$ cat src/rtl/fifo_demo_defines.svh
// FIFO demo sizes
`ifndef FIFO_DEMO_DEFINES_SVH
`define FIFO_DEMO_DEFINES_SVH

// --------------------
// data path

// payload width of one FIFO entry
`define FIFO_WIDTH   4

// number of flip-flop entries
`define FIFO_DEPTH   5

// pointers and occupancy count, must hold FIFO_DEPTH
`define PTR_WIDTH    3

// --------------------
// timing

// clock cycles per key sampling tick, raise on the board
`define TICK_DIV     16

// clock cycles per display digit step
`define SCAN_DIV     4

// digits on the multiplexed display
`define DIGIT_COUNT  4

`endif

$ cat src/rtl/fifo_demo_pkg.sv
// FIFO demo types
`include "fifo_demo_defines.svh"

package fifo_demo_pkg;

    // --------------------
    // types

    // one FIFO payload
    typedef logic [`FIFO_WIDTH - 1:0]  data_t;

    // read or write pointer, also the occupancy count
    typedef logic [`PTR_WIDTH - 1:0]   ptr_t;

    // segments a..g plus the dot, a is the msb
    typedef logic [7:0]                seg_t;

    // one-hot digit enables, digit 0 is the rightmost
    typedef logic [`DIGIT_COUNT - 1:0] digit_t;

    // --------------------
    // constants

    // scrambled write values, one per push
    localparam data_t PATTERN_TABLE [0:2 ** `FIFO_WIDTH - 1] = '{
        4'h2, 4'h6, 4'hd, 4'hb, 4'h7, 4'he, 4'hc, 4'h4,
        4'h1, 4'h0, 4'h9, 4'ha, 4'hf, 4'h5, 4'h8, 4'h3
    };

    // top bar for full, bottom bar for empty
    localparam seg_t SIGN_FULL  = 8'b1000_0000;
    localparam seg_t SIGN_EMPTY = 8'b0001_0000;

endpackage

$ cat src/rtl/key_sampler.sv
// Key sampler
`timescale 1ns/1ps
`include "fifo_demo_defines.svh"

module key_sampler
(
    input  logic clk,
    input  logic reset,
    input  logic push_key,
    input  logic pop_key,
    output logic push_req,
    output logic pop_req
);

    localparam int TICK_W = $clog2(`TICK_DIV);

    // two-flop synchronizers, bit 1 is push, bit 0 is pop
    logic [1:0] sync_a;
    logic [1:0] sync_b;
    // key levels captured at the previous tick
    logic [1:0] last_level;
    logic [TICK_W - 1:0] tick_cnt;
    logic tick;

    // --------------------
    // synchronizer and tick divider
    always_ff @(posedge clk)
    begin
        if (reset)
        begin
            sync_a     <= '0;
            sync_b     <= '0;
            last_level <= '0;
            tick_cnt   <= '0;
        end
        else
        begin
            sync_a <= {push_key, pop_key};
            sync_b <= sync_a;
            // wraps every TICK_DIV cycles
            if (tick)
                tick_cnt <= '0;
            else
                tick_cnt <= tick_cnt + 1'b1;
            // only look at the keys on a tick, slow enough to skip bounce
            if (tick)
                last_level <= sync_b;
        end
    end

    assign tick = (tick_cnt == TICK_W'(`TICK_DIV - 1));

    // rising level between two ticks gives one strobe
    assign push_req = tick & sync_b[1] & ~last_level[1];
    assign pop_req  = tick & sync_b[0] & ~last_level[0];

endmodule

$ cat src/rtl/pattern_source.sv
// Write pattern source
`timescale 1ns/1ps
`include "fifo_demo_defines.svh"

module pattern_source
    import fifo_demo_pkg::*;
(
    input  logic  clk,
    input  logic  reset,
    input  logic  pushed,
    output data_t write_data
);

    // --------------------
    // table index

    // one index per table entry, wraps at the table size by itself
    logic [`FIFO_WIDTH - 1:0] index;

    always_ff @(posedge clk)
    begin
        if (reset)
        begin
            index <= '0;
        end
        else if (pushed)
        begin
            // step only when the FIFO took the current value
            index <= index + 1'b1;
        end
    end

    // --------------------
    // table read

    // combinational lookup, first value after reset is 2
    assign write_data = PATTERN_TABLE[index];

endmodule

$ cat src/rtl/ff_fifo.sv
// Flip-flop FIFO
`timescale 1ns/1ps
`include "fifo_demo_defines.svh"

module ff_fifo
    import fifo_demo_pkg::*;
(
    input  logic  clk,
    input  logic  reset,
    input  logic  push_req,
    input  logic  pop_req,
    input  data_t write_data,
    output data_t read_data,
    output ptr_t  wr_ptr,
    output ptr_t  rd_ptr,
    output ptr_t  count,
    output logic  empty,
    output logic  full,
    output logic  pushed
);

    localparam ptr_t LAST_PTR = ptr_t'(`FIFO_DEPTH - 1);
    localparam ptr_t FULL_CNT = ptr_t'(`FIFO_DEPTH);

    // entry storage in flip-flops
    data_t mem [`FIFO_DEPTH];

    logic push_ok;
    logic pop_ok;

    // --------------------
    // accept logic

    // requests against full or empty are simply dropped
    assign push_ok = push_req & ~full;
    assign pop_ok  = pop_req & ~empty;

    // tells the pattern source to move on
    assign pushed = push_ok;

    // --------------------
    // storage write
    always_ff @(posedge clk)
    begin
        if (push_ok)
            mem[wr_ptr] <= write_data;
    end

    // --------------------
    // pointers and count
    always_ff @(posedge clk)
    begin
        if (reset)
        begin
            wr_ptr <= '0;
            rd_ptr <= '0;
            count  <= '0;
        end
        else
        begin
            if (push_ok)
            begin
                // wrap at the depth rather than the pointer width
                wr_ptr <= (wr_ptr == LAST_PTR) ? '0 : wr_ptr + 1'b1;
            end
            if (pop_ok)
            begin
                rd_ptr <= (rd_ptr == LAST_PTR) ? '0 : rd_ptr + 1'b1;
            end
            // push and pop together leave the count alone
            case ({push_ok, pop_ok})
                2'b10:   count <= count + 1'b1;
                2'b01:   count <= count - 1'b1;
                default: count <= count;
            endcase
        end
    end

    // --------------------
    // outputs

    // head of the queue is valid only when not empty
    assign read_data = mem[rd_ptr];

    // flags straight from the count register
    assign empty = (count == '0);
    assign full  = (count == FULL_CNT);

endmodule

$ cat src/rtl/display_mux.sv
// Seven-segment display multiplexer
`timescale 1ns/1ps
`include "fifo_demo_defines.svh"

module display_mux
    import fifo_demo_pkg::*;
(
    input  logic   clk,
    input  logic   reset,
    input  data_t  write_data,
    input  data_t  read_data,
    input  ptr_t   wr_ptr,
    input  ptr_t   rd_ptr,
    input  logic   empty,
    input  logic   full,
    output seg_t   abcdefgh,
    output digit_t digit
);

    localparam int SCAN_W = $clog2(`SCAN_DIV);

    logic [SCAN_W - 1:0] scan_cnt;
    data_t nibble;
    seg_t hex_seg;

    // hex digit to segments, dot always off
    function automatic seg_t hex_to_seg(input data_t value);
        seg_t seg;
        case (value)
            4'h0:    seg = 8'b1111_1100;
            4'h1:    seg = 8'b0110_0000;
            4'h2:    seg = 8'b1101_1010;
            4'h3:    seg = 8'b1111_0010;
            4'h4:    seg = 8'b0110_0110;
            4'h5:    seg = 8'b1011_0110;
            4'h6:    seg = 8'b1011_1110;
            4'h7:    seg = 8'b1110_0000;
            4'h8:    seg = 8'b1111_1110;
            4'h9:    seg = 8'b1111_0110;
            4'ha:    seg = 8'b1110_1110;
            4'hb:    seg = 8'b0011_1110;
            4'hc:    seg = 8'b1001_1100;
            4'hd:    seg = 8'b0111_1010;
            4'he:    seg = 8'b1001_1110;
            default: seg = 8'b1000_1110;
        endcase
        return seg;
    endfunction

    // --------------------
    // digit scan
    always_ff @(posedge clk)
    begin
        if (reset)
        begin
            scan_cnt <= '0;
            digit    <= digit_t'(1);
        end
        else
        begin
            scan_cnt <= scan_cnt + 1'b1;
            // rotate left once per SCAN_DIV cycles
            if (scan_cnt == SCAN_W'(`SCAN_DIV - 1))
                digit <= {digit[`DIGIT_COUNT - 2:0], digit[`DIGIT_COUNT - 1]};
        end
    end

    // --------------------
    // nibble select, left to right: wdata, wptr, rptr, rdata
    always_comb
    begin
        if (digit[3])
            nibble = write_data;
        else if (digit[2])
            nibble = data_t'(wr_ptr);
        else if (digit[1])
            nibble = data_t'(rd_ptr);
        else
            nibble = read_data;
    end

    assign hex_seg = hex_to_seg(nibble);

    // --------------------
    // status signs take over the outer digits
    always_comb
    begin
        if (digit[0] & empty)
            abcdefgh = SIGN_EMPTY;
        else if (digit[3] & full)
            abcdefgh = SIGN_FULL;
        else
            abcdefgh = hex_seg;
    end

endmodule

$ cat src/rtl/fifo_demo_top.sv
// FIFO demo top level
`timescale 1ns/1ps

module fifo_demo_top
    import fifo_demo_pkg::*;
(
    input  logic       clk,
    input  logic       reset,
    input  logic [1:0] key,
    output logic [7:0] led,
    output seg_t       abcdefgh,
    output digit_t     digit
);

    // --------------------
    // internal wires

    logic  push_req;
    logic  pop_req;
    logic  pushed;
    data_t write_data;
    data_t read_data;
    ptr_t  wr_ptr;
    ptr_t  rd_ptr;
    ptr_t  count;
    logic  empty;
    logic  full;

    // --------------------
    // request path

    // left key pushes, right key pops
    key_sampler u_key_sampler (
        .clk      (clk),
        .reset    (reset),
        .push_key (key[1]),
        .pop_key  (key[0]),
        .push_req (push_req),
        .pop_req  (pop_req)
    );

    pattern_source u_pattern_source (
        .clk        (clk),
        .reset      (reset),
        .pushed     (pushed),
        .write_data (write_data)
    );

    ff_fifo u_ff_fifo (
        .clk        (clk),
        .reset      (reset),
        .push_req   (push_req),
        .pop_req    (pop_req),
        .write_data (write_data),
        .read_data  (read_data),
        .wr_ptr     (wr_ptr),
        .rd_ptr     (rd_ptr),
        .count      (count),
        .empty      (empty),
        .full       (full),
        .pushed     (pushed)
    );

    // --------------------
    // display and LEDs

    display_mux u_display_mux (
        .clk        (clk),
        .reset      (reset),
        .write_data (write_data),
        .read_data  (read_data),
        .wr_ptr     (wr_ptr),
        .rd_ptr     (rd_ptr),
        .empty      (empty),
        .full       (full),
        .abcdefgh   (abcdefgh),
        .digit      (digit)
    );

    // full on led 7, empty on led 6, count on the low three
    assign led = {full, empty, 3'b000, count};

endmodule

$ cat config.mk
export PLATFORM = sky130hd
export DESIGN_NAME = fifo_demo_top
export DESIGN_NICKNAME = d
export VERILOG_FILES = /design/src/rtl/fifo_demo_pkg.sv /design/src/rtl/key_sampler.sv /design/src/rtl/pattern_source.sv /design/src/rtl/ff_fifo.sv /design/src/rtl/display_mux.sv /design/src/rtl/fifo_demo_top.sv
export VERILOG_INCLUDE_DIRS = /design/src /design/src/rtl
export SDC_FILE = /design/constraint.sdc
export NUM_CORES = 1
export LEC_CHECK = 0
export BUFFER_PORTS_ARGS = -buffer_cell sky130_fd_sc_hd__buf_2
export CAP_MARGIN = 20
export CORE_ASPECT_RATIO = 0.75
export CORE_MARGIN = 2
export CORE_UTILIZATION = 45
export DETAILED_ROUTE_END_ITERATION = 8
export PLACE_DENSITY = 0.63
export SYNTH_ARGS = -nofsm -noshare
export SYNTH_HDL_FRONTEND = slang
export SYNTH_SLANG_ARGS = --single-unit
$ cat constraint.sdc
create_clock -name clk -period 4.25 [get_ports clk]
set_input_delay 0.85 -clock clk [delete_from_list [all_inputs] [get_ports clk]]
set_output_delay 0.85 -clock clk [all_outputs]
set_load 0.05 [all_outputs]
==> impl_metrics.py <==
metrics = {
    "synth": {
        "yosys_register_bits": 52,
        "largest_cells_by_area_after_synthesis": "sky130_fd_sc_hd__dfxtp_1, sky130_fd_sc_hd__edfxtp_1, sky130_fd_sc_hd__ha_1",
        "postSynthCellCount": 253,
        "synth_enable_flop_cells": 20,
        "synth.largest_area_cell": "sky130_fd_sc_hd__dfxtp_1",
        "synth_cell_types": 47,
        "post_synthesis_instance_area_um2": 2630,
        "synth_warnings": 0,
        "seq_area_frac_synth_pct": 47.3,
        "yosysTopAreaCellShare_pct": 24.4,
        "post_synth.cell_area_avg_um2": 10.4,
        "ys_dominant_reg_cell": "sky130_fd_sc_hd__dfxtp_1",
        "async_reset_ff_share_pct": 0,
    },
    "hold_path": {
        "holdCritStartpoint": "u_display_mux.scan_cnt[0]$_SDFF_PP0_",
        "min_delay_path_depth": 1,
        "whs_endpoint": "u_display_mux.scan_cnt[0]$_SDFF_PP0_",
        "min-delay-path-class": "reg2reg",
    },
    "critical_path": {
        "worstSetupPathType": "reg2out",
        "reg2reg_from": "u_key_sampler.tick_cnt[0]$_SDFF_PP0_",
        "critical-path-top-delay-family": "compound AO/OA/AOI/OAI gates",
        "required_time_at_the_worst_slack_endpoint_ns": 3.40,
        "path_buf_inv": 3,
        "worstPathMaxFanout": 6,
        "rr_endpoint": "u_ff_fifo.mem[3][2]$_DFFE_PP_",
        "startpoint_type": "flop",
        "r2r_slack_ns": 1.69,
        "setup.worst_path.start": "u_pattern_source.index[0]$_SDFFE_PP0P_",
        "critical_path.endpoint_type": "output pin",
        "largest_incremental_delay_on_the_critical_path_ns": 0.54,
        "worst_r2r_path_depth": 6,
        "worst_path_slowest_cell": "sky130_fd_sc_hd__mux4_2",
        "crit_path_cell_trace": "inv_1 > ha_1 > mux4_2 > nor2_1 > o22a_1 > inv_1 > ha_1 > a22o_1 > a221oi_2 > buf_2",
        "cp_data_arrival_time_ns": 3.12,
    },
    "placement": {
        "gp_congestion": 0.838,
        "dpl-instance-area_um2": 2770,
        "number_of_port_buffers": 19,
        "place.detailed.hpwl_um": 3580,
    },
    "detailed_routing": {
        "detailed_routing_iteration_count_for_the_pre_antenna_repair_pass": 4,
        "route.vias.total": 1798,
        "drt-wirelength-per-cell_um": 14.2,
        "initialDrtViolationCount": 146,
        "route.detailed.vias_per_inst": 5.17,
        "finalWirelength_um": 4930,
        "remaining_drc_errors": 0,
        "antenna_left": 0,
    },
    "timing": {
        "max_slew_margin_pct": 31.8,
        "final-hold-violation-count": 0,
        "rsz_0062_raised_after_global_routing": "no",
        "timing.final.setup_violations": 0,
        "max_clock_freq_mhz": 252,
        "fin_crit_ns": 3.97,
        "tightest_slew_ns": 1.01,
        "fin_crit_sh_pct": 93.5,
        "fin_worst_skew_ns": 0.00969,
        "finalMaxSlewViolations": 0,
        "final.setup.tns_ns": 0,
    },
    "clocking": {
        "cts_root_buffer": "sky130_fd_sc_hd__clkbuf_8",
        "hold_buffers": 0,
        "worstSkewPairLatency_ns": 0.31,
        "post_cts_resize_count": 0,
        "cts_tree": "done",
        "number_of_buffers_added_by_the_clock_tree_synthesis_step": 5,
        "cts-htree-levels": 2,
        "cts_buffer_depth": 2,
        "cts.sink_count": 52,
        "path_clk_slew_ns": 0.10,
        "cts_setup_buffers": 0,
    },
    "cells_and_area": {
        "mostFrequentLayoutCells": "sky130_fd_sc_hd__dfxtp_1, sky130_fd_sc_hd__nor2_1, sky130_fd_sc_hd__nand2_1",
        "area_delta_synth_final_pct": 10.1,
        "antennaDiodeCount": 0,
        "nets": 291,
        "ff_latch_area_um2": 1240,
        "drive_gt1_share_pct": 16.3,
        "layout.cells.most_common": "sky130_fd_sc_hd__dfxtp_1",
        "multi_input_gate_area_in_the_final_layout_um2": 1240,
        "filler_cell_count": 525,
        "design_area_um2": 2890,
    },
    "grt": {
        "grt_usage_pct": 16.3,
        "globalRoute.totalOverflow": 0,
        "grt_pass1_vias": 1617,
        "grt_antenna_before_repair": 0,
        "global_route_wire_length_before_repair_um": 8260,
        "grt_start_max_net_pins": 30,
    },
    "pwr": {
        "power_leakage_uw": 0.00111,
        "max-vdd-ir-drop_mv": 0.242,
        "power.density_nw_per_um2": 317,
    },
    "die": {
        "die_ht_um": 70.1,
        "core.rowCount": 24,
        "fp.dieArea_um2": 6470,
        "floorplan.initialDensity_pct": 45.8,
        "die_width_um": 92.2,
        "pin_count": 24,
        "floorplan.core_area_um2": 5740,
    },
    "outcome": {
        "run_status": "complete, no violations",
    },
    "job": {
        "drv_cap": 0,
    },
}
[where the power goes]
group	total (µW)	switching [µW]	internal [µW]
sequential	526	5.54	520
combinational	66.2	45.2	21.0
clock	324	169	154
[flip-flops by register name (all words and copies together), names as in the netlist, named ones only]
register                  count
u_pattern_source.index        4
u_ff_fifo.count               3
u_key_sampler.last_level      2
u_display_mux.scan_cnt        2
u_ff_fifo.mem                20
u_key_sampler.sync_a          2
u_display_mux.digit           4
u_key_sampler.tick_cnt        4
u_ff_fifo.wr_ptr              3
u_ff_fifo.rd_ptr              3
u_key_sampler.sync_b          2
[final cells by class]
class,count,share of cell area (%)
Tap cell,78,3.38
Inverter,18,2.34
Clock buffer,6,3.25
Timing Repair Buffer,23,4.42
Sequential cell,52,43.0
Multi-Input combinational cell,169,43.1
Clock inverter,2,0.520
[Yosys cell counts, drive strengths merged (3+ instances only)]
cell and n:
dfxtp 32, nor2 25, nand2 22, edfxtp 20
inv 18, ha 17, a21oi 15, buf 9
mux2i 9, nor2b 9, clkbuf 8, mux4 6
o21ai 5, and3 4, nor4 4, xor2 4
a221oi 3, nand2b 3, nand3 3, nor3 3
xnor2 3
[how the worst max path moves through the flow]
stage | endpoint | slack (ns) | depth (start not counted)
after floorplan | abcdefgh[4] | 0.01 | 8
after global placement | abcdefgh[4] | 0.69 | 11
after detailed placement | abcdefgh[7] | 0.57 | 9
after CTS | abcdefgh[7] | 0.17 | 10
after global routing | abcdefgh[4] | 0.02 | 11
final | abcdefgh[7] | 0.28 | 10
[kinds of logic after synthesis]
kind of cell | Yosys count | share of synthesized area, %
AND/OR/NAND/NOR | 85 | 16.3
flip-flops | 52 | 47.3
AO/OA/AOI/OAI | 40 | 10.5
buffers and inverters | 35 | 5.96
adder cells (fa/ha/maj) | 18 | 8.87
multiplexers | 15 | 8.58
XOR/XNOR | 7 | 2.34
other | 1 | 0.143
[metrics by stage]
stage	setup WS (ns)	total power [µW]	hold slack (ns)	utilization, %	instances
final	0.276	915	0.437	50.4	348
after floorplan	0.0136	594	0.399	-	256
after global routing	0.0151	953	0.449	50.4	348
after CTS	0.171	929	0.433	50.2	348
after global placement	0.688	602	0.408	48.3	340
after detailed placement	0.574	603	0.418	48.3	340
[routing by layer]
metal | vias to the layer above | routed length, µm | GRT usage (%)
met5 | - | 0 | 0
met4 | 0 | 40 | 3.65
met3 | 4 | 230 | 3.13
met2 | 44 | 2040 | 22.7
met1 | 839 | 2610 | 26.0
li1 | 911 | - | -
Power figures use the tool's default switching activity.
